## config.mk

```make
export PLATFORM = sky130hd
export DESIGN_NAME = button_capture
export DESIGN_NICKNAME = d
export VERILOG_FILES = /design/src/common/periph_pkg.sv /design/src/hw/button_capture.sv
export SDC_FILE = /design/constraint.sdc
export NUM_CORES = 1
export LEC_CHECK = 0
export BUFFER_PORTS_ARGS = -buffer_cell sky130_fd_sc_hd__buf_2
export CORE_ASPECT_RATIO = 0.8
export CORE_UTILIZATION = 41
export CTS_CLUSTER_SIZE = 40
export DETAILED_ROUTE_END_ITERATION = 10
export HOLD_SLACK_MARGIN = 0.1
export PLACE_DENSITY = 0.79
export SYNTH_ARGS = -nofsm -noshare
export SYNTH_HDL_FRONTEND = slang
export SYNTH_SLANG_ARGS = --single-unit
```

## constraint.sdc

```tcl
create_clock -name clk -period 0.9 [get_ports clk]
set_input_delay 0.135 -clock clk [delete_from_list [all_inputs] [get_ports clk]]
set_output_delay 0.135 -clock clk [all_outputs]
set_load 0.05 [all_outputs]
```

## src/common/periph_pkg.sv

```systemverilog
// Bus widths, address map and register indices; imported by wildcard in every RTL module
`default_nettype none

package periph_pkg;

   localparam int WB_DW     = 32;
   localparam int WB_AW     = 14;
   localparam int SLOT_W    = 4;
   localparam int REG_IDX_W = 2;

   typedef logic [REG_IDX_W-1:0] reg_idx_t;
   typedef logic [WB_DW-1:0]     wb_data_t;

   //*********************************************************************
   // Address map, slot sits above the register index
   //*********************************************************************
   localparam logic [SLOT_W-1:0] SLOT_TIMER  = 4'd0;
   localparam logic [SLOT_W-1:0] SLOT_GPIO   = 4'd1;
   localparam logic [SLOT_W-1:0] SLOT_BUTTON = 4'd2;

   localparam reg_idx_t TMR_CTRL    = 2'd0;
   localparam reg_idx_t TMR_COUNT   = 2'd1;
   localparam reg_idx_t TMR_COMPARE = 2'd2;

   localparam reg_idx_t GPIO_OUT = 2'd0;
   localparam reg_idx_t GPIO_OE  = 2'd1;
   localparam reg_idx_t GPIO_IN  = 2'd2;

   localparam reg_idx_t BTN_LEVEL = 2'd0;
   localparam reg_idx_t BTN_EVENT = 2'd1;
   localparam reg_idx_t BTN_MASK  = 2'd2;

   // Byte selects to bit mask
   function automatic wb_data_t wsel_mask(input logic [WB_DW/8-1:0] sel);
      wb_data_t m;
      for (int b = 0; b < WB_DW/8; b++) begin
         m[8*b +: 8] = {8{sel[b]}};
      end
      return m;
   endfunction

endpackage

`default_nettype wire

```

## src/hw/button_capture.sv

```systemverilog
// Push-button capture: synchronizes buttons, latches rising edges, raises a masked interrupt
`default_nettype none
`timescale 1ns/1ps

module button_capture
   import periph_pkg::*;
  #(parameter int BUTTON_COUNT = 5)
  (
   input  wire                    clk,
   input  wire                    i_rst_n,
   input  wire                    i_we,
   input  wire reg_idx_t          i_reg_idx,
   input  wire wb_data_t          i_wdata,
   input  wire [3:0]              i_wsel,
   input  wire [BUTTON_COUNT-1:0] i_pb,
   output wb_data_t               o_rdt,
   output logic                   o_button_irq
   );

   logic [BUTTON_COUNT-1:0] pb_meta;
   logic [BUTTON_COUNT-1:0] pb_level;
   logic [BUTTON_COUNT-1:0] pb_prev;
   logic [BUTTON_COUNT-1:0] events;
   logic [BUTTON_COUNT-1:0] mask;
   logic [BUTTON_COUNT-1:0] rise;
   logic [BUTTON_COUNT-1:0] ev_clr;
   wb_data_t                wmask;
   wb_data_t                wmerged;

   assign wmask   = wsel_mask(i_wsel);
   assign wmerged = (o_rdt & ~wmask) | (i_wdata & wmask);
   assign rise    = pb_level & ~pb_prev;
   assign ev_clr  = (i_we && (i_reg_idx == BTN_EVENT)) ?
                    i_wdata[BUTTON_COUNT-1:0] & wmask[BUTTON_COUNT-1:0] : '0;

   always_comb begin
      o_rdt = '0;
      case (i_reg_idx)
         BTN_LEVEL: o_rdt[BUTTON_COUNT-1:0] = pb_level;
         BTN_EVENT: o_rdt[BUTTON_COUNT-1:0] = events;
         BTN_MASK:  o_rdt[BUTTON_COUNT-1:0] = mask;
         default:   o_rdt = '0;
      endcase
   end

   always_ff @(posedge clk) begin
      if (!i_rst_n) begin
         pb_meta  <= '0;
         pb_level <= '0;
         pb_prev  <= '0;
         events   <= '0;
         mask     <= '0;
      end else begin
         pb_meta  <= i_pb;
         pb_level <= pb_meta;
         pb_prev  <= pb_level;
         // New edge beats a clear in the same cycle
         events   <= (events & ~ev_clr) | rise;
         if (i_we && (i_reg_idx == BTN_MASK)) begin
            mask <= wmerged[BUTTON_COUNT-1:0];
         end
      end
   end

   assign o_button_irq = |(events & mask);

endmodule

`default_nettype wire

```

==> summary.md <==
| Metric | Value |
|---|---|
| Status | finished with violations |
| Failing checks | negative setup slack |
| Post-CTS Repair Setup Buffers | 0 |
| Synthesis-to-layout area growth | 35.6% |
| Largest net degree at the start of global routing | 31 |
| Yosys warns | 0 |
| Critical Path AT | around 1.3 ns |
| Setup WS post-layout | -0.535 ns |
| Final Setup Violations | 6 |
| Largest family of logic cells by synthesized area | buffers and inverters |
| Row count | 16 |
| Fmax | about 0.70 GHz |
| Number of iterations in the first detailed-routing pass | 4 |
| Filler cells | approximately 220 |
| Ant. Diodes | 0 |
| Mux cell area share after synthesis | 0.0432 |
| Sequential fraction of the synthesis area | 0.432 |
| Max Cap Violations | 0 |
| Vias | between 800 and 900 |
| M2 GR Usage | 0.259 |
| Layout Cells excl Fill | between 200 and 250 |
| Max Transition Viols Final | 0 |
| Min Clock Period, post-route | approximately 1.4 ns |
| Synth Area in Compound Gates | 0.117 |
| Top area cells in the synthesized netlist | dfxtp_1 43%, buf_4 17%, and2_1 5.4% |
| Skew final | 0.0137 ns |
| Die Wd | 61.4 um |
| First-pass GRT wire length | around 3.4 mm |
| Hold_ws | roughly 0.22 ns |
| Met1 usage | 0.186 |
| Worst-path fanout max | 2 |
| Die Ht | roughly 50 um |
| Post-Syn Instances | between 100 and 150 |
| Crit path capture type | output port |
| Gpl congestion | just under 0.8 |
| Leak Pwr | around 0.74 nW |
| Sink Count | 25 |
| All-Layer GR Usage | 0.154 |
| Grt ovf | 0 |
| Endpoints failing hold | 0 |
| Post-synthesis simple-gate area fraction | 0.176 |
| Post-synthesis xor/xnor area fraction | 0 |
| Dominant cell type by area after synthesis | dfxtp_1 |
| CTS Buffer Depth | 2 |
| Final period utilization | 1.59 |
| Routed WL per cell | around 10 um |
| DRC | 0 |
| Antenna Nets Post-Route | 0 |
| Dpl cells | 190 |
| Post-synthesis adder-cell area fraction | 0 |
| Yosys reg bits | 25 |
| Startpoint types | flop |
| Initial Utilization | 0.452 |
| 1st-iter DRT viols | 22 |
| Clock latency on the worst-skew pair | around 0.31 ns |
| Met3 Resource Use GR | 0.0499 |
| Root Buffer | clkbuf_4 |
| Number of global-route vias before repair | 758 |
| Syn Area/Cell | a little over 9 um2 |
| Via density | 4.29 |
| Total CTS buffers | 3 |
| Final Instance Area | between 1500 and 2000 um2 |
| Pre-CTS setup slack | -0.264 ns |
| Worst setup path category | reg -> out |
| Cell Area, Placed | ~1300 um2 |
| Post-DP HPWL | 1.48 mm |
| Peak supply drop | 0.958 mV |
| Clock transition at path regs | approximately 0.13 ns |
| Ports | 79 |
| Die ar. | around 3000 um2 |
| Core Area | between 2000 and 3000 um2 |
| Mapped Area | 1160 um2 |
| Routed wire length | 2.04 mm |
| GR peak layer | met2 |
| H-tree Lvls | 1 |
| Number of port buffers | 21 |
| Tot Pwr | ~2.2 mW |
| PD cells | around 1400 nW/um2 |
| Share of the synthesized area in the top cell type | 0.432 |
| Hold crit path type | in -> reg |
| Crit path required time | about 0.76 ns |
| Distinct cells, synth | 19 |
| CTS tree | built |
| Fraction of layout cells with a size suffix above 1 | 0.351 |
| Antenna violations before repair | 0 |
| RSZ-0062 raised after global routing | true |
| Layout Nets | 215 |
==> metal layers <==
metal	vias up	wire length, um
li1	447	-
met1	389	913
met3	4	109
met2	36	989
met4	0	29
met5	-	0
==> power breakdown <==
part | total [mW] | switching [mW] | internal, mW | leakage (nW)
sequential | 1.17 | 0.0266 | 1.15 | 0.209
clock | 0.473 | 0.300 | 0.173 | 0.0150
combinational | 0.568 | 0.401 | 0.167 | 0.515
==> registers in the layout (all words and copies together), names as in the netlist <==
register	cells
events	5
pb_meta	5
mask	5
pb_level	5
pb_prev	5
==> cells in the mapped netlist, drive strengths merged <==
| master | n |
|---|---|
| mux2i | 5 |
| inv | 10 |
| nand4b | 2 |
| buf | 30 |
| a222oi | 1 |
| a22oi | 1 |
| and2 | 10 |
| conb | 1 |
| clkbuf | 1 |
| nand3 | 5 |
| o21ai | 15 |
| and2b | 1 |
| dfxtp | 25 |
| o211ai | 5 |
| nand2 | 16 |
==> cell usage in the layout (no fill, tap or decap) <==
master	instances
buf_12	1
o211ai_2	1
nand4b_4	2
nand2_1	14
inv_1	10
dfxtp_1	16
buf_4	7
a22oi_1	1
mux2i_4	4
dfxtp_2	7
o21ai_4	4
a222oi_1	1
o21ai_1	4
clkbuf_1	1
and2_1	10
buf_2	14
o211ai_1	4
mux2i_2	1
dfxtp_4	2
buf_6	6
dlygate4sd3_1	10
buf_8	2
conb_1	27
and2b_2	1
o21ai_2	1
nand3_1	5
o21ai_0	6
nand2_2	2
clkbuf_4	4
==> worst paths after layout <==
kind / from / endpoint / slack (ns) / cells past startpoint
max: events[0]$_SDFF_PN0_ / o_button_irq / -0.54 / 3
max reg2reg: events[3]$_SDFF_PN0_ / events[3]$_SDFF_PN0_ / 0.17 / 3
min: i_we / mask[2]$_SDFFE_PN0P_ / 0.22 / 3
min reg2reg: pb_prev[3]$_SDFF_PN0_ / events[3]$_SDFF_PN0_ / 0.39 / 1
==> timing repair <==
item | 4_1_cts | 5_1_grt
resized for setup | 30 | 8
pin swaps | 1 | 0
endpoints found under the setup margin | 6 | 6
hold buffers | 10 | 0
hold endpoints to repair | 10 | 0
==> stage by stage <==
step                      setup TNS (ns)  utilization
after floorplan                   -0.222            -
final                              -2.25        0.613
after global routing               -2.58        0.613
after global placement             -1.71        0.514
after CTS                          -2.28        0.604
after detailed placement           -2.13        0.514
==> critical path: stages, from the launching register on <==
cell,delay [ns]
dfxtp_1,0.34
a222oi_1,0.40
nand2_2,0.09
buf_6,0.16
==> area by class of cell <==
class	instances	area, um2	share of cell area
Inverter	10	37.5	0.0239
Timing Repair Buffer	41	348	0.221
Multi-Input combinational cell	88	598	0.381
Sequential cell	25	517	0.329
Tap cell	36	45.0	0.0287
Clock buffer	4	26.3	0.0167
==> logic make-up after synthesis <==
| family | Yosys count |
|---|---|
| and+or+nand+nor | 34 |
| other | 1 |
| buffers and inverters | 41 |
| muxes | 5 |
| AOI/OAI and AO/OA | 22 |
| DFF | 25 |
No activity file was read; power rests on OpenSTA's default activity.
