### src/common/periph_pkg.sv
// Bus widths, address map and register indices; imported by wildcard in every RTL module
`default_nettype none

package periph_pkg;

   localparam int WB_DW     = 32;
   localparam int WB_AW     = 14;
   localparam int SLOT_W    = 4;
   localparam int REG_IDX_W = 2;

   typedef logic [REG_IDX_W-1:0] reg_idx_t;
   typedef logic [WB_DW-1:0]     wb_data_t;

   //*********************************************************************
   // Address map, slot sits above the register index
   //*********************************************************************
   localparam logic [SLOT_W-1:0] SLOT_TIMER  = 4'd0;
   localparam logic [SLOT_W-1:0] SLOT_GPIO   = 4'd1;
   localparam logic [SLOT_W-1:0] SLOT_BUTTON = 4'd2;

   localparam reg_idx_t TMR_CTRL    = 2'd0;
   localparam reg_idx_t TMR_COUNT   = 2'd1;
   localparam reg_idx_t TMR_COMPARE = 2'd2;

   localparam reg_idx_t GPIO_OUT = 2'd0;
   localparam reg_idx_t GPIO_OE  = 2'd1;
   localparam reg_idx_t GPIO_IN  = 2'd2;

   localparam reg_idx_t BTN_LEVEL = 2'd0;
   localparam reg_idx_t BTN_EVENT = 2'd1;
   localparam reg_idx_t BTN_MASK  = 2'd2;

   // Byte selects to bit mask
   function automatic wb_data_t wsel_mask(input logic [WB_DW/8-1:0] sel);
      wb_data_t m;
      for (int b = 0; b < WB_DW/8; b++) begin
         m[8*b +: 8] = {8{sel[b]}};
      end
      return m;
   endfunction

endpackage

`default_nettype wire

### src/hw/bus/wb_access_fsm.sv
// Wishbone slave FSM: decodes slot and index, strobes peripheral writes, returns data with ack
`default_nettype none
`timescale 1ns/1ps

module wb_access_fsm
   import periph_pkg::*;
  (
   input  wire              clk,
   input  wire              i_rst_n,
   input  wire              i_wb_cyc,
   input  wire              i_wb_stb,
   input  wire              i_wb_we,
   input  wire [WB_AW-1:0]  i_wb_adr,
   input  wire wb_data_t    i_wb_dat,
   input  wire [3:0]        i_wb_sel,
   input  wire wb_data_t    i_tmr_rdt,
   input  wire wb_data_t    i_gpio_rdt,
   input  wire wb_data_t    i_btn_rdt,
   output wb_data_t         o_wb_rdt,
   output logic             o_wb_ack,
   output reg_idx_t         o_reg_idx,
   output wb_data_t         o_wdata,
   output logic [3:0]       o_wsel,
   output logic             o_tmr_we,
   output logic             o_gpio_we,
   output logic             o_btn_we
   );

   typedef enum logic {
      ST_IDLE,
      ST_ACK
   } state_t;

   state_t            state;
   logic [SLOT_W-1:0] slot;
   logic              access;
   logic              wr_access;
   wb_data_t          rd_mux;

   //*********************************************************************
   // Address split and write steering
   //*********************************************************************
   assign slot      = i_wb_adr[REG_IDX_W +: SLOT_W];
   assign access    = (state == ST_IDLE) & i_wb_cyc & i_wb_stb;
   assign wr_access = access & i_wb_we;

   assign o_reg_idx = i_wb_adr[REG_IDX_W-1:0];
   assign o_wdata   = i_wb_dat;
   assign o_wsel    = i_wb_sel;

   assign o_tmr_we  = wr_access & (slot == SLOT_TIMER);
   assign o_gpio_we = wr_access & (slot == SLOT_GPIO);
   assign o_btn_we  = wr_access & (slot == SLOT_BUTTON);

   // Unmapped slots read as zero
   always_comb begin
      case (slot)
         SLOT_TIMER:  rd_mux = i_tmr_rdt;
         SLOT_GPIO:   rd_mux = i_gpio_rdt;
         SLOT_BUTTON: rd_mux = i_btn_rdt;
         default:     rd_mux = '0;
      endcase
   end

   //*********************************************************************
   // State and read-data return
   //*********************************************************************
   always_ff @(posedge clk) begin
      if (!i_rst_n) begin
         state <= ST_IDLE;
      end else begin
         case (state)
            ST_IDLE: begin
               if (access) begin
                  state <= ST_ACK;
               end
            end
            default: begin
               state <= ST_IDLE;
            end
         endcase
      end
   end

   always_ff @(posedge clk) begin
      if (access) begin
         o_wb_rdt <= rd_mux;
      end
   end

   // One cycle, then back to idle
   assign o_wb_ack = (state == ST_ACK);

endmodule

`default_nettype wire

### config.mk
export PLATFORM = sky130hd
export DESIGN_NAME = wb_access_fsm
export DESIGN_NICKNAME = d
export VERILOG_FILES = /design/src/common/periph_pkg.sv /design/src/hw/bus/wb_access_fsm.sv
export SDC_FILE = /design/constraint.sdc
export NUM_CORES = 1
export LEC_CHECK = 0
export BUFFER_PORTS_ARGS = -buffer_cell sky130_fd_sc_hd__buf_2
export CAP_MARGIN = 20
export CORE_AREA = 2 2 86 88
export DETAILED_ROUTE_END_ITERATION = 8
export DIE_AREA = 0 0 88 90
export PLACE_DENSITY = 0.75
export SKIP_CTS_REPAIR_TIMING = 1
export SYNTH_ARGS = -nofsm -noshare
export SYNTH_HDL_FRONTEND = slang
export SYNTH_SLANG_ARGS = --single-unit
### constraint.sdc
create_clock -name clk -period 4.85 [get_ports clk]
set_input_delay 0.97 -clock clk [delete_from_list [all_inputs] [get_ports clk]]
set_output_delay 0.97 -clock clk [all_outputs]
set_load 0.05 [all_outputs]
==> PnR_summary.wiki <==
{| class="wikitable"
! Metric !! Value
|-
| Routed length per placed instance || roughly 15 µm
|-
| Maximum single-stage delay on the critical path || roughly 0.32 ns
|-
| Crit path top cell by count || sky130_fd_sc_hd__buf_2
|-
| Signal arrival time at the worst endpoint || 2.06 ns
|-
| Status || completed
|-
| Crit path launch || i_wb_adr[2]
|-
| Die outline area || 7920 µm²
|-
| DR iter-0 viols || 63
|-
| Via count || roughly 1.6k
|-
| Placer's final routability congestion estimate || 0.713
|-
| Standard-cell rows || 31
|-
| Clock share of power || 27.6%
|-
| Worst path top cell family by delay || buffers and inverters
|-
| Num Clock Sinks || 33
|-
| Pin count of the biggest net entering global routing || 33
|-
| Vias/cell || 4.48
|-
| CP required || 3.88 ns
|-
| Worst vdd ir || 80.6 µV
|-
| Worst path bufs/invs || 2
|-
| Wire length of the first global-routing pass || between 7 and 8 mm
|-
| Die height || ~90 µm
|-
| Max FO, Critical Path || 21
|-
| Reg2Reg Depth || 1
|-
| Maximum clock frequency || ~330 MHz
|-
| MaxCap Viol Count || 0
|-
| Synth Net Count || between 300 and 400
|-
| Total Negative Setup Slacks || 0 ns
|-
| Internal power component || 0.489 mW
|-
| Remaining global-route overflow || 0
|-
| PD cells || roughly 250 nW/µm²
|-
| Clock network latency to the later pin of the worst-skew pair || 0.28 ns
|-
| Worst setup slack before clock tree synthesis || around 1.8 ns
|-
| Fill cell instance count of the final layout || ~680
|-
| Share of power burned in combinational logic || between 20% and 30%
|-
| Final setup skew || around 0.0098 ns
|-
| Period utilisation layout || 62.4%
|-
| Worst flop-to-flop path endpoint || o_wb_rdt[26]
|-
| Final setup slack of the worst path || around 1.8 ns
|-
| Cells along the critical path || buf_2, nand2b_1, nor4_1, buf_2
|-
| WP depth || 4
|-
| Sort of element at the start of the critical path || primary input
|-
| RSZ-0062 raised after global routing || no
|-
| Leakage power || about 1.2 nW
|-
| Proportion of power drawn by flip-flops and latches || 48.1%
|-
| Final WL || between 5 and 6 mm
|-
| Critical path endpoint category || output port
|-
| I/O pin total || about 230
|-
| Number of I/O port buffers || 140
|-
| CTS H-Tree Depth || 2
|-
| Final count of hold timing violations || 0
|-
| Final net count || a little over 400
|-
| Total global-route track usage || 12.3%
|-
| Clock slew at reported path FFs || about 0.070 ns
|-
| Launch instance of the worst register-to-register path || o_wb_ack
|-
| Number of detailed-route iterations in the first pass || 3
|-
| Antenna violations before repair || 1
|-
| Slew at the pin closest to its max-slew limit || slightly above 0.9 ns
|-
| HPWL reported at the end of detailed placement || 4.04 mm
|-
| Total of flip-flops plus latches after synthesis || 33
|-
| Overall die width || between 80 and 90 µm
|-
| Mean instance size in the synthesized netlist || ~14 µm²
|-
| Area of the core || around 7000 µm²
|-
| Number of slew-limit violations in the final report || 0
|-
| Critical Path End || o_btn_we
|-
| Buffer type at the clock tree root || sky130_fd_sc_hd__clkbuf_8
|-
| Part of the Yosys area used for sequential elements || 43.9%
|-
| Clock buffer count from CTS || 5
|-
| Critical path start-end classification || in -> out
|-
| Number of global-route vias before repair || roughly 1.5k
|-
| Max clock buf depth || 2
|-
| Effective utilization at floorplan || about a third
|-
| Net switching power of the design || 0.203 mW
|-
| Register-to-register setup slack || roughly 3.4 ns
|-
| Number of warnings issued by yosys || 0
|-
| Mapped Cells || around 160
|-
| Total DRC errors in the routed layout || 0
|-
| Hold Path Class || reg -> reg
|-
| DRT antenna net count || 0
|-
| Final Critical Period || 3.03 ns
|-
| Number of failing setup endpoints in the final timing report || 0
|-
| Max-slew headroom || around 39%
|-
| Share of total power consumed by net switching || 29.3%
|-
| Mapped cell area || 2230 µm²
|-
| Syn-to-layout area delta || 24.6%
|-
| CP max-delay cell || sky130_fd_sc_hd__buf_2
|-
| Post-synthesis cell type count || 18
|-
| TritonCTS clock tree || done
|-
| Share of final-layout standard cells stronger than drive strength 1 || 70.2%
|}
[flip-flops by register name, summed over array words and instances (netlist names)]
name,cells
o_wb_ack,1
o_wb_rdt,32
[cell families (layout without fill, tap and decap cells)]
group	Yosys count	in the layout	synth area share (%)
and+or+nand+nor	10	10	3.42
DFF	33	33	43.9
muxes	32	32	14.3
other	0	1	0
AOI/OAI and AO/OA	32	32	21.0
buffers and inverters	50	151	17.4
[cells in the final DEF, fill, tap and decap left out]
| master | count |
|---|---|
| sky130_fd_sc_hd__buf_2 | 140 |
| sky130_fd_sc_hd__mux2i_1 | 32 |
| sky130_fd_sc_hd__edfxtp_1 | 32 |
| sky130_fd_sc_hd__o2bb2ai_2 | 30 |
| sky130_fd_sc_hd__clkbuf_8 | 5 |
| sky130_fd_sc_hd__buf_4 | 3 |
| sky130_fd_sc_hd__o2bb2ai_1 | 2 |
| sky130_fd_sc_hd__nor3_1 | 2 |
| sky130_fd_sc_hd__diode_2 | 1 |
| sky130_fd_sc_hd__nor4b_4 | 1 |
| sky130_fd_sc_hd__or3_2 | 1 |
| sky130_fd_sc_hd__nand2_1 | 1 |
| sky130_fd_sc_hd__nor2_4 | 1 |
| sky130_fd_sc_hd__nand4b_1 | 1 |
| sky130_fd_sc_hd__inv_1 | 1 |
| sky130_fd_sc_hd__nand2b_1 | 1 |
| sky130_fd_sc_hd__nor4_1 | 1 |
| sky130_fd_sc_hd__nor3b_1 | 1 |
| sky130_fd_sc_hd__clkinv_1 | 1 |
| sky130_fd_sc_hd__clkbuf_1 | 1 |
| sky130_fd_sc_hd__dfxtp_1 | 1 |
[synthesized netlist by cell type]
| master | count | area [µm²] |
|---|---|---|
| sky130_fd_sc_hd__buf_2 | 4 | 20.0 |
| sky130_fd_sc_hd__buf_4 | 38 | 285 |
| sky130_fd_sc_hd__buf_6 | 7 | 78.8 |
| sky130_fd_sc_hd__dfxtp_1 | 1 | 20.0 |
| sky130_fd_sc_hd__edfxtp_1 | 32 | 961 |
| sky130_fd_sc_hd__inv_1 | 1 | 3.75 |
| sky130_fd_sc_hd__mux2i_1 | 32 | 320 |
| sky130_fd_sc_hd__nand2_1 | 1 | 3.75 |
| sky130_fd_sc_hd__nand2b_1 | 1 | 6.26 |
| sky130_fd_sc_hd__nand4b_1 | 1 | 8.76 |
| sky130_fd_sc_hd__nor2_1 | 1 | 3.75 |
| sky130_fd_sc_hd__nor3_1 | 2 | 10.0 |
| sky130_fd_sc_hd__nor3b_1 | 1 | 7.51 |
| sky130_fd_sc_hd__nor4_1 | 1 | 6.26 |
| sky130_fd_sc_hd__nor4b_4 | 1 | 23.8 |
| sky130_fd_sc_hd__o2bb2ai_1 | 2 | 17.5 |
| sky130_fd_sc_hd__o2bb2ai_2 | 30 | 450 |
| sky130_fd_sc_hd__or3_1 | 1 | 6.26 |
[how the worst min path moves through the flow]
stage	from	to	cells past startpoint
final	o_wb_ack	o_wb_ack	1
after global placement	o_wb_ack	o_wb_ack	1
after CTS	o_wb_ack	o_wb_ack	1
after global routing	o_wb_ack	o_wb_ack	1
after detailed placement	o_wb_ack	o_wb_ack	1
after floorplan	o_wb_ack	o_wb_ack	1
[per-stage QoR]
step | cells | total power, mW | hold WS [ns] | cell area, µm² | utilization (%)
finish | 358 | 0.692 | 0.518 | 2780 | 39.7
global route | 357 | 0.730 | 0.558 | 2780 | 39.6
CTS | 357 | 0.707 | 0.523 | 2780 | 39.6
detailed placement | 350 | 0.510 | 0.511 | 2710 | 38.5
global placement | 350 | 0.506 | 0.502 | 2710 | 38.5
floorplan | 157 | 0.530 | 0.736 | 2230 | -
[power by group through the flow]
stage               clock network [mW]  registers [mW]  logic [mW]
floorplan                            0           0.390       0.140
global placement                     0           0.338       0.167
detailed placement                   0           0.339       0.171
CTS                              0.203           0.333       0.171
global route                     0.216           0.334       0.180
finish                           0.191           0.333       0.168
[per-layer routing]
| layer | wire length, µm | track usage (%) | up-vias |
|---|---|---|---|
| met3 | 557 | 4.59 | 14 |
| met4 | 92 | 4.87 | 0 |
| met1 | 1800 | 11.7 | 722 |
| met2 | 2770 | 23.0 | 101 |
| met5 | 0 | 0 | - |
| li1 | - | - | 768 |
[layout make-up]
cell class              instances  area [µm²]  area share, %
clock buffers                   6        72.6           2.61
inverters                       1        3.75          0.135
repair buffers                143         723           26.0
well taps                      99         124           4.45
multi-input cells              74         873           31.4
clock inverters                 1        3.75          0.135
flip-flops and latches         33         981           35.2
diodes                          1        2.50         0.0899
Power figures use the tool's default switching activity.
