==> src/common/periph_pkg.sv <==
// Bus widths, address map and register indices; imported by wildcard in every RTL module
`default_nettype none

package periph_pkg;

   localparam int WB_DW     = 32;
   localparam int WB_AW     = 14;
   localparam int SLOT_W    = 4;
   localparam int REG_IDX_W = 2;

   typedef logic [REG_IDX_W-1:0] reg_idx_t;
   typedef logic [WB_DW-1:0]     wb_data_t;

   //*********************************************************************
   // Address map, slot sits above the register index
   //*********************************************************************
   localparam logic [SLOT_W-1:0] SLOT_TIMER  = 4'd0;
   localparam logic [SLOT_W-1:0] SLOT_GPIO   = 4'd1;
   localparam logic [SLOT_W-1:0] SLOT_BUTTON = 4'd2;

   localparam reg_idx_t TMR_CTRL    = 2'd0;
   localparam reg_idx_t TMR_COUNT   = 2'd1;
   localparam reg_idx_t TMR_COMPARE = 2'd2;

   localparam reg_idx_t GPIO_OUT = 2'd0;
   localparam reg_idx_t GPIO_OE  = 2'd1;
   localparam reg_idx_t GPIO_IN  = 2'd2;

   localparam reg_idx_t BTN_LEVEL = 2'd0;
   localparam reg_idx_t BTN_EVENT = 2'd1;
   localparam reg_idx_t BTN_MASK  = 2'd2;

   // Byte selects to bit mask
   function automatic wb_data_t wsel_mask(input logic [WB_DW/8-1:0] sel);
      wb_data_t m;
      for (int b = 0; b < WB_DW/8; b++) begin
         m[8*b +: 8] = {8{sel[b]}};
      end
      return m;
   endfunction

endpackage

`default_nettype wire

==> src/hw/timer/timer_counter.sv <==
// Compare timer: enableable up counter with a sticky match interrupt behind three registers
`default_nettype none
`timescale 1ns/1ps

module timer_counter
   import periph_pkg::*;
  (
   input  wire           clk,
   input  wire           i_rst_n,
   input  wire           i_we,
   input  wire reg_idx_t i_reg_idx,
   input  wire wb_data_t i_wdata,
   input  wire [3:0]     i_wsel,
   output wb_data_t      o_rdt,
   output logic          o_timer_irq
   );

   logic     enable;
   logic     pending;
   wb_data_t count;
   wb_data_t compare;
   wb_data_t wmask;
   wb_data_t wmerged;
   wb_data_t wclr;
   logic     match;

   assign wmask   = wsel_mask(i_wsel);
   assign wmerged = (o_rdt & ~wmask) | (i_wdata & wmask);
   assign wclr    = i_wdata & wmask;
   assign match   = enable && (count == compare);

   always_comb begin
      case (i_reg_idx)
         TMR_CTRL:    o_rdt = {{(WB_DW-2){1'b0}}, pending, enable};
         TMR_COUNT:   o_rdt = count;
         TMR_COMPARE: o_rdt = compare;
         default:     o_rdt = '0;
      endcase
   end

   always_ff @(posedge clk) begin
      if (!i_rst_n) begin
         enable  <= 1'b0;
         pending <= 1'b0;
         count   <= '0;
         compare <= '0;
      end else begin
         if (i_we && (i_reg_idx == TMR_CTRL)) begin
            enable <= wmerged[0];
         end

         // A bus write to the count overrides the increment
         if (i_we && (i_reg_idx == TMR_COUNT)) begin
            count <= wmerged;
         end else if (enable) begin
            count <= count + 1'b1;
         end

         if (i_we && (i_reg_idx == TMR_COMPARE)) begin
            compare <= wmerged;
         end

         // Match wins over write-1 clear
         if (match) begin
            pending <= 1'b1;
         end else if (i_we && (i_reg_idx == TMR_CTRL) && wclr[1]) begin
            pending <= 1'b0;
         end
      end
   end

   assign o_timer_irq = pending;

endmodule

`default_nettype wire

==> config.mk <==
export PLATFORM = sky130hd
export DESIGN_NAME = timer_counter
export DESIGN_NICKNAME = d
export VERILOG_FILES = /design/src/common/periph_pkg.sv /design/src/hw/timer/timer_counter.sv
export SDC_FILE = /design/constraint.sdc
export NUM_CORES = 1
export LEC_CHECK = 0
export BUFFER_PORTS_ARGS = -buffer_cell sky130_fd_sc_hd__buf_2
export CAP_MARGIN = 25
export CORE_MARGIN = 5
export CORE_UTILIZATION = 53
export CTS_CLUSTER_SIZE = 25
export DETAILED_ROUTE_END_ITERATION = 6
export GPL_ROUTABILITY_DRIVEN = 0
export GPL_TIMING_DRIVEN = 0
export PLACE_DENSITY = 0.87
export SYNTH_ARGS = -nofsm -noshare
export SYNTH_HDL_FRONTEND = slang
export SYNTH_SLANG_ARGS = --single-unit
==> constraint.sdc <==
create_clock -name clk -period 4.73 [get_ports clk]
set_input_delay 0.2365 -clock clk [delete_from_list [all_inputs] [get_ports clk]]
set_output_delay 0.2365 -clock clk [all_outputs]
set_load 0.1 [all_outputs]
==> results of run 1 <==
logic make-up after synthesis:
logic type / share of synthesized area (%)
muxes: 9.121
buffers and inverters: 4.196
xor gates and xnor gates: 12.98
AOI/OAI and AO/OA: 20.04
and+or+nand+nor: 21.25
DFF: 32.11
adders and majority gates: 0.3040
worst max-delay path, stage by stage (launching register included):
cell	delay (ns)
sky130_fd_sc_hd__dfxtp_1	0.47
sky130_fd_sc_hd__nand3_1	0.35
sky130_fd_sc_hd__nor3_1	0.71
sky130_fd_sc_hd__nand4_1	0.22
sky130_fd_sc_hd__xnor2_1	0.17
sky130_fd_sc_hd__o211a_1	0.20
worst paths after layout:
kind | endpoint | slack, ns | depth (start not counted)
worst min register to register | compare[8] | 0.50 | 2
worst min-delay path | enable | 0.20 | 3
worst max-delay path | count[16] | 2.52 | 5
worst max register to register | count[16] | 2.52 | 5
state kept, by name, summed over array words and instances, names as in the netlist:
name and cells:
compare 32, count 32, enable 1, o_timer_irq 1
through the flow:
| step | instances | utilization (%) | setup WS, ns | hold WS, ns | total power, W |
|---|---|---|---|---|---|
| 2_1_floorplan | 480 | - | 1.494 | 0.3926 | 0.0007756 |
| 3_3_place_gp | 651 | 60.00 | 2.661 | 0.4757 | 0.0008364 |
| 3_5_place_dp | 651 | 60.00 | 2.584 | 0.4899 | 0.0008439 |
| 4_1_cts | 667 | 62.66 | 2.584 | 0.1923 | 0.001330 |
| 5_1_grt | 667 | 62.66 | 2.476 | 0.2142 | 0.001377 |
| 6_report | 667 | 62.66 | 2.519 | 0.2041 | 0.001338 |
layout by cell type, fill, tap and decap left out:
cell type,instances
sky130_fd_sc_hd__xnor2_1,25
sky130_fd_sc_hd__clkinv_2,1
sky130_fd_sc_hd__clkinvlp_4,3
sky130_fd_sc_hd__a22o_1,30
sky130_fd_sc_hd__nor2b_1,2
sky130_fd_sc_hd__and2_1,16
sky130_fd_sc_hd__nor3_1,4
sky130_fd_sc_hd__nor4_1,7
sky130_fd_sc_hd__dfxtp_1,66
sky130_fd_sc_hd__nand4_1,17
sky130_fd_sc_hd__clkbuf_1,23
sky130_fd_sc_hd__nor4_4,3
sky130_fd_sc_hd__mux2_2,20
sky130_fd_sc_hd__and4_1,3
sky130_fd_sc_hd__nand3_1,14
sky130_fd_sc_hd__or4_1,1
sky130_fd_sc_hd__nand3_2,1
sky130_fd_sc_hd__a21boi_0,23
sky130_fd_sc_hd__nand2_1,85
sky130_fd_sc_hd__buf_2,81
sky130_fd_sc_hd__buf_6,2
sky130_fd_sc_hd__o21ai_1,1
sky130_fd_sc_hd__or3_1,3
sky130_fd_sc_hd__and3_1,9
sky130_fd_sc_hd__a21oi_1,12
sky130_fd_sc_hd__clkbuf_8,10
sky130_fd_sc_hd__o211a_1,16
sky130_fd_sc_hd__o2bb2ai_1,2
sky130_fd_sc_hd__xor2_1,36
sky130_fd_sc_hd__o41ai_2,1
sky130_fd_sc_hd__nor4_2,1
sky130_fd_sc_hd__nor2_1,2
sky130_fd_sc_hd__o21ai_0,26
sky130_fd_sc_hd__buf_1,1
sky130_fd_sc_hd__clkinv_4,1
sky130_fd_sc_hd__bufinv_16,1
sky130_fd_sc_hd__ha_1,1
sky130_fd_sc_hd__mux2i_1,15
power groups by stage:
stage	Combinational [W]	Sequential [W]	Clock (W)
floorplan	0.000168	0.000608	0
global placement	0.000225	0.000612	0
detailed placement	0.000230	0.000614	0
CTS	0.000232	0.000601	0.000497
global route	0.000251	0.000604	0.000521
finish	0.000234	0.000602	0.000502
routing by layer:
metal | part of all wire [%] | vias to the layer above
met5 | 0 | -
met4 | 3.6 | 0
met3 | 9.3 | 43
met2 | 48 | 220
met1 | 39 | 1903
li1 | - | 1870
Yosys cell counts:
master                      instances  share of area, %
sky130_fd_sc_hd__a21boi_0          23               4.2
sky130_fd_sc_hd__a21oi_1           12               1.5
sky130_fd_sc_hd__or4_1              1              0.18
sky130_fd_sc_hd__buf_1              1             0.091
sky130_fd_sc_hd__a22o_1            30               6.4
sky130_fd_sc_hd__o211a_1           16               3.9
sky130_fd_sc_hd__buf_6              2              0.55
sky130_fd_sc_hd__xnor2_1           25               5.3
sky130_fd_sc_hd__ha_1               1              0.30
sky130_fd_sc_hd__nor4_4             3               1.6
sky130_fd_sc_hd__nand4_1           17               2.6
sky130_fd_sc_hd__nor2b_1            2              0.30
sky130_fd_sc_hd__nand3_1           14               1.7
sky130_fd_sc_hd__and4_1             3              0.64
sky130_fd_sc_hd__and2_1            16               2.4
sky130_fd_sc_hd__o2bb2ai_1          2              0.43
sky130_fd_sc_hd__mux2_2            20               5.5
sky130_fd_sc_hd__nand3_2            1              0.24
sky130_fd_sc_hd__and3_1             9               1.4
sky130_fd_sc_hd__buf_2             12               1.5
sky130_fd_sc_hd__nand2_1           85               7.8
sky130_fd_sc_hd__or3_1              3              0.46
sky130_fd_sc_hd__xor2_1            36               7.7
sky130_fd_sc_hd__nor2_1             2              0.18
sky130_fd_sc_hd__o21ai_0           26               3.2
sky130_fd_sc_hd__clkbuf_1          23               2.1
sky130_fd_sc_hd__mux2i_1           15               3.6
sky130_fd_sc_hd__nor4_1             7               1.1
sky130_fd_sc_hd__dfxtp_1           66                32
sky130_fd_sc_hd__nor4_2             1              0.30
sky130_fd_sc_hd__o21ai_1            1              0.12
sky130_fd_sc_hd__nor3_1             4              0.49
sky130_fd_sc_hd__o41ai_2            1              0.40
final cells by class:
cell class,count,area (um^2),share of cell area (%)
Clock buffer,10,137.6,2.872
Buffer,38,172.7,3.603
Sequential cell,66,1321,27.57
Timing Repair Buffer,69,345.3,7.206
Clock inverter,6,66.31,1.384
Multi-Input combinational cell,376,2621,54.70
Tap cell,102,127.6,2.663
==> impl_metrics.toml, run 1 <==
[run_status]
status = "finished, final reports clean"

[setup_path]
critical_path_arrival_ns = 2.48
worst-endpoint-required_ns = 5.00
critical_path.max_fanout = 6
worst_setup_path_start_kind = "flip-flop"
timing.critical_path.to_type = "flip-flop"
setup.worst_path.class = "reg2reg"
cp-startpoint = "count[8]"
source_of_the_worst_register_to_register_timing_path = "count[8]"

[timing]
maxClockFrequency_ghz = 0.4523
max-slew-margin-rel_pct = 41.36
timing.final.crit_share_pct = 46.75
final.setup.tns_ns = 0
fin_worst_skew_ns = 0.01144
layout_min_cycle_time_ns = 2.211
final_hold_viol_count = 0
max_slew.worst_pin.slew_ns = 0.8729
finalMaxSlewViolations = 0
final_setup_violation_count = 0
rsz0062_at_grt = "no"

[floorplan]
die_y_um = 98.12
floorplan.io_pins = 74
fp.coreArea_mm2 = 0.007647
floorplan.die.width_um = 98.12
core.rowCount = 32
die_area_mm2 = 0.009627
start_util_pct = 53.81

[min_path]
holdCritPathClass = "in2reg"
hold_path_startpoint = "i_we"

[pwr]
net-switching-power_w = 0.0004237
netSwitchingFraction_pct = 31.66
power_frac_comb_pct = 17.5
power.leakage_nw = 2.227
internal_power_w = 0.0009146
pwr_density_cell_mw_per_mm2 = 279.3
share_seq_of_total_power_pct = 45.0
irDropWorstVdd_uv = 131.4
power.share.clock_pct = 37.5

[grt]
groute.layer.met1.usage_pct = 31.01
grt_max_degree = 13
use_met3_pct = 7.071
first_pass_grt_wire_length_um = 20220
antenna_violations_before_repair = 0
gr-usage-met2_pct = 43.25
groute.usage.overall_pct = 26.08
grt_pass1_vias = 4127
overflow = 0
busiest_layer = "met2"

[layout]
share_of_layout_cells_above_drive_strength_1_pct = 22.12
areaGrowthSynthToFinish_pct = 16.45
number_of_fillers_in_the_final_layout = 677
fin_nets = 602
layout.cell_area.non_filler_mm2 = 0.004792
insertedDiodeCount = 0

[yosys]
synthesis.instances = 480
yosysUniqueCellTypes = 33
yosysSeqAreaShare_pct = 32.11
synth_fp_nets = 522
synthesis.area_mm2 = 0.004115
syn-mean-instance-area_um2 = 8.573
postSynthRegisterBits = 66
number_of_synthesis_warnings = 0

[drt]
drtIter0Drc = 285
drtAntennaViolNets = 0
avgRoutedWirePerCell_um = 18.79
drt-total-wl_um = 12530
num_vias = 4036
drc_violation_count_after_routing = 0
vias_per_cell = 6.051
first_pass_iters = 5

[clock_tree]
cts_tree = "yes"
cts-buffers-inserted = 9
clock_sinks = 66
max-clock-path-buffers = 2
ctsResizeCount = 0
post_cts_setup_bufs = 0
clkLatencyLatePin_ns = 0.37
number_of_levels_the_h_tree_was_split_into = 3
clkTransAtPathRegs_ns = 0.08
postCtsHoldBufs = 0
clockRootBuffer = "sky130_fd_sc_hd__clkbuf_8"

[placement]
placed_cell_area_mm2 = 0.004588
port_buffers = 69
post_dp_hpwl_um = 9176

[run]
cap_violations = 0
No activity file was read; power rests on OpenSTA's default activity.
==> inputs of run 2 (changes only) <==
Settings changed: CORE_UTILIZATION 53 to 51, PLACE_DENSITY 0.87 to 0.88.
Clock period 4.73 ns to 1.9 ns, I/O delays scaled along.
==> impl_metrics.toml, run 2 (synthesized netlist as in run 1, its figures left out) <==
[pwr]
internal_power_w = 0.002106
irDropWorstVdd_uv = 472.5
share_seq_of_total_power_pct = 48.4
power.share.clock_pct = 32.1
net-switching-power_w = 0.0009981
power_frac_comb_pct = 19.5
pwr_density_cell_mw_per_mm2 = 630.6
netSwitchingFraction_pct = 32.15
power.leakage_nw = 2.267

[drt]
first_pass_iters = 5
drc_violation_count_after_routing = 0
vias_per_cell = 6.057
avgRoutedWirePerCell_um = 18.70
drt-total-wl_um = 12490
num_vias = 4046
drtIter0Drc = 416
drtAntennaViolNets = 0

[timing]
final.setup.tns_ns = 0
layout_min_cycle_time_ns = 1.885
maxClockFrequency_ghz = 0.5305
finalMaxSlewViolations = 0
final_setup_violation_count = 0
max-slew-margin-rel_pct = 58.68
final_hold_viol_count = 0
fin_worst_skew_ns = 0.006307
max_slew.worst_pin.slew_ns = 0.6199
fin_hold_ws_ns = 0.08125
timing.final.crit_share_pct = 99.21

[clock_tree]
clkTransAtPathRegs_ns = 0.07
postCtsHoldBufs = 0
clockRootBuffer = "sky130_fd_sc_hd__clkbuf_8"
cts_tree = "yes"
number_of_levels_the_h_tree_was_split_into = 3
clkLatencyLatePin_ns = 0.35
max-clock-path-buffers = 2
clock_sinks = 66
cts-buffers-inserted = 9

[floorplan]
fp.coreArea_mm2 = 0.007807
floorplan.io_pins = 74
die_area_mm2 = 0.009965
core.rowCount = 32
start_util_pct = 52.71
die_y_um = 99.83
floorplan.die.width_um = 99.83

[min_path]
hold_path_startpoint = "i_we"
hold-path-endpoint = "enable"
holdPathStages = 3
holdCritPathClass = "in2reg"

[grt]
grt_pass1_vias = 3936
antenna_violations_before_repair = 0
first_pass_grt_wire_length_um = 19570
groute.usage.overall_pct = 25.03
overflow = 0
grt_max_degree = 11

[setup_path]
worst-endpoint-required_ns = 2.14
crit-reg2reg-capture = "o_timer_irq"
source_of_the_worst_register_to_register_timing_path = "count[25]"
worst_setup_path_start_kind = "flip-flop"
critical_path_arrival_ns = 2.13
timing.critical_path.to_type = "flip-flop"
regToRegSetupSlack_ns = 0.01
critical_path.max_fanout = 5
worst-r2r-cell-count = 5
setup.worst_path.class = "reg2reg"

[layout]
layout_commonest_cell = "sky130_fd_sc_hd__nand2_1"
areaGrowthSynthToFinish_pct = 19.61
insertedDiodeCount = 0
layout_common_cells = "sky130_fd_sc_hd__nand2_1 (85), sky130_fd_sc_hd__buf_2 (79), sky130_fd_sc_hd__dfxtp_1 (58), sky130_fd_sc_hd__xor2_1 (35), sky130_fd_sc_hd__o21ai_0 (26)"
share_of_layout_cells_above_drive_strength_1_pct = 28.62
fin_nets = 604
largest_registers = "compare: 32 flops, count: 32 flops"

[placement]
port_buffers = 69
post_dp_hpwl_um = 9087

[run]
cap_violations = 0

[run_status]
status = "finished, final reports clean"
## run 2: area by class of cell
type | instances | area, um^2
timing repair buffer | 71 | 360.3
sequential | 66 | 1334
multi-input combinational | 376 | 2771
tap | 102 | 127.6
clock inverter | 4 | 20.02
fill | 652 | 2885
clock buffer | 11 | 131.4
buffer | 38 | 177.7
## run 2: how the worst max path moves through the flow
stage / start / endpoint / depth (start not counted)
floorplan: o_timer_irq / compare[1] / 5
global placement: count[7] / count[16] / 6
detailed placement: count[7] / count[16] / 6
CTS: count[2] / count[17] / 7
global route: count[2] / count[15] / 7
finish: count[25] / o_timer_irq / 5
## run 2: timing repair
action / in CTS / in global routing
pin swaps: 3 / 6
resized for setup: 16 / 12
hold endpoints to repair: 0 / 0
setup endpoints to repair: 21 / 16
gates cloned: 0 / 0
buffers inserted: 0 / 2
## run 2: metal layers
layer	vias to the layer above	track usage (%)	part of all wire, %
met5	-	0	0
met4	0	10.61	3.4
met3	42	6.254	10
met2	228	39.87	46
met1	1905	32.21	40
li1	1871	-	-
## run 2: worst max-delay path: stages (launching register included)
cell and delay (ns):
sky130_fd_sc_hd__dfxtp_4 0.37, sky130_fd_sc_hd__xor2_2 0.20, sky130_fd_sc_hd__nor4_2 0.32, sky130_fd_sc_hd__nand4_1 0.17
sky130_fd_sc_hd__or4_4 0.52, sky130_fd_sc_hd__o41ai_2 0.20
## run 2: through the flow
stage	instances	utilization [%]	total power [W]	area (um^2)	setup slack, ns
floorplan	480	-	0.001937	4170	-0.03897
global placement	651	59.47	0.002092	4643	-0.1781
CTS	666	62.26	0.003100	4861	-0.007073
global route	668	63.04	0.003221	4922	-0.002179
finish	668	63.04	0.003104	4922	0.01493
detailed placement	651	59.47	0.002108	4643	-0.2369
## run 2: power groups by stage
stage          sequential (W)  combinational (W)  clock [W]
2_1_floorplan         0.00151           0.000423          0
3_3_place_gp          0.00152           0.000568          0
3_5_place_dp          0.00153           0.000579          0
4_1_cts               0.00150           0.000592    0.00101
5_1_grt               0.00151           0.000643    0.00107
6_report              0.00150           0.000605   0.000998
==> inputs of run 3 (changes only) <==
Settings changed: BUFFER_PORTS_ARGS -buffer_cell sky130_fd_sc_hd__buf_2 to -buffer_cell sky130_fd_sc_hd__clkbuf_2, SETUP_SLACK_MARGIN set to 0.3.
==> impl_metrics.toml, run 3 (synthesized netlist as in run 1, its figures left out) <==
[grt]
grt_pass1_vias = 4148
busiest_layer = "met2"
groute.usage.overall_pct = 27.60
gr-usage-met2_pct = 45.05
first_pass_grt_wire_length_um = 21730
antenna_violations_before_repair = 0
overflow = 0
grt_max_degree = 11
groute.layer.met1.usage_pct = 34.21
use_met3_pct = 5.837

[setup_path]
critical_path_arrival_ns = 2.20
setup.worst_path.class = "reg2reg"
worst-r2r-cell-count = 5
crit_family = "simple AND/OR/NAND/NOR gates"
critPathBufInv = 0
critical-path-max-stage-delay_ns = 0.57
cp_cell_sequence = "xor2_1, nor4_2, nand4_1, or4_4, o41ai_4"
regToRegSetupSlack_ns = -0.05
timing.critical_path.to_type = "flip-flop"
worst-endpoint-required_ns = 2.16
crit-reg2reg-capture = "o_timer_irq"
worst_setup_path_start_kind = "flip-flop"
critical_path.max_fanout = 2
timing.critical_path.slowest_stage_cell = "sky130_fd_sc_hd__or4_4"
source_of_the_worst_register_to_register_timing_path = "count[26]"

[min_path]
holdCritPathClass = "in2reg"
hold-path-endpoint = "count[22]"
hold_path_startpoint = "i_wdata[22]"
holdPathStages = 4

[timing]
finalMaxSlewViolations = 0
max-slew-margin-rel_pct = 57.72
layout_min_cycle_time_ns = 1.947
timing.final.crit_share_pct = 102.5
final_critical_path_setup_slack_ns = -0.04704
rsz0062_at_grt = "yes"
fin_worst_skew_ns = 0.008935
final_setup_violation_count = 1
final_hold_viol_count = 0
maxClockFrequency_ghz = 0.5136
fin_hold_ws_ns = 0.1057
max_slew.worst_pin.slew_ns = 0.6342

[floorplan]
floorplan.die.width_um = 99.83
start_util_pct = 52.71
die_y_um = 99.83
core.rowCount = 32
die_area_mm2 = 0.009965
floorplan.io_pins = 74
fp.coreArea_mm2 = 0.007807

[pwr]
pwr_density_cell_mw_per_mm2 = 620.8
irDropWorstVdd_uv = 439.9
power.leakage_nw = 2.556

[drt]
drtAntennaViolNets = 0
first_pass_iters = 5
drtIter0Drc = 487
drt-total-wl_um = 14220
num_vias = 4289
vias_per_cell = 6.243
avgRoutedWirePerCell_um = 20.69
drc_violation_count_after_routing = 0

[layout]
fin_nets = 623
areaGrowthSynthToFinish_pct = 34.63
insertedDiodeCount = 0
largest_registers = "compare: 32 flops, count: 32 flops"
layout.cell_area.non_filler_mm2 = 0.005540
finalNonFillerCells = 687
share_of_layout_cells_above_drive_strength_1_pct = 41.37
layout_commonest_cell = "sky130_fd_sc_hd__nand2_1"
layout_common_cells = "sky130_fd_sc_hd__nand2_1 (80), sky130_fd_sc_hd__clkbuf_2 (42), sky130_fd_sc_hd__dfxtp_1 (42), sky130_fd_sc_hd__buf_4 (38), sky130_fd_sc_hd__xor2_1 (35)"

[placement]
placed_cell_area_mm2 = 0.004757
place_inst = 651
post_dp_hpwl_um = 9178
port_buffers = 69

[run]
cap_violations = 0

[clock_tree]
cts_tree = "yes"
clkLatencyLatePin_ns = 0.36
clockRootBuffer = "sky130_fd_sc_hd__clkbuf_8"
number_of_levels_the_h_tree_was_split_into = 3
cts-buffers-inserted = 9
postCtsHoldBufs = 0
clock_sinks = 66
max-clock-path-buffers = 2
clkTransAtPathRegs_ns = 0.07

[run_status]
violations_in_the_final_reports = "setup timing"
status = "finished with violations"
==> run 3: how the worst max path moves through the flow <==
stage,from,slack [ns],end,cells past startpoint
after global placement,count[1],-0.03,count[26],6
after detailed placement,count[8],-0.07,count[16],5
final,count[26],-0.05,o_timer_irq,5
after global routing,count[24],-0.05,o_timer_irq,5
after CTS,count[26],0.05,o_timer_irq,5
after floorplan,o_timer_irq,0.22,compare[1],5
==> run 3: final cells by class <==
type | count | area (um^2)
Buffer | 38 | 230.2
Clock buffer | 13 | 168.9
Clock inverter | 2 | 35.03
Fill cell | 530 | 2267
Multi-Input combinational cell | 376 | 3002
Sequential cell | 66 | 1366
Tap cell | 102 | 127.6
Timing Repair Buffer | 90 | 610.6
==> run 3: worst min-delay path: stages <==
cell and delay (ns):
sky130_fd_sc_hd__clkbuf_2 0.07, sky130_fd_sc_hd__mux2i_1 0.07, sky130_fd_sc_hd__nand2_1 0.07, sky130_fd_sc_hd__o211a_1 0.13
==> run 3: repair_timing <==
item	CTS	global route
gates cloned	1	0
pin swaps	20	21
resized for setup	79	71
buffers inserted	10	10
endpoints found under the setup margin	57	73
==> run 3: metal layers <==
layer | part of all wire (%) | vias up
li1 | - | 1911
met1 | 38 | 2034
met2 | 48 | 280
met3 | 9.4 | 64
met4 | 4.8 | 0
met5 | 0 | -
==> run 3: power by group <==
part / internal, W / switching (W) / leakage (nW)
clock: 0.000705 / 0.000555 / 0.106
combinational: 0.000249 / 0.000421 / 1.90
sequential: 0.00143 / 0.0000748 / 0.549
total: 0.00239 / 0.00105 / 2.56
==> run 3: stage by stage <==
stage	setup WS (ns)	power (W)	utilization, %	setup TNS, ns
6_report	-0.04704	0.003439	70.96	-0.04704
5_1_grt	-0.05352	0.003546	70.96	-0.05352
4_1_cts	0.05459	0.003375	67.79	0
3_5_place_dp	-0.06687	0.002122	60.93	-0.2985
3_3_place_gp	-0.02565	0.002104	60.93	-0.07434
2_1_floorplan	0.2152	0.001948	-	0
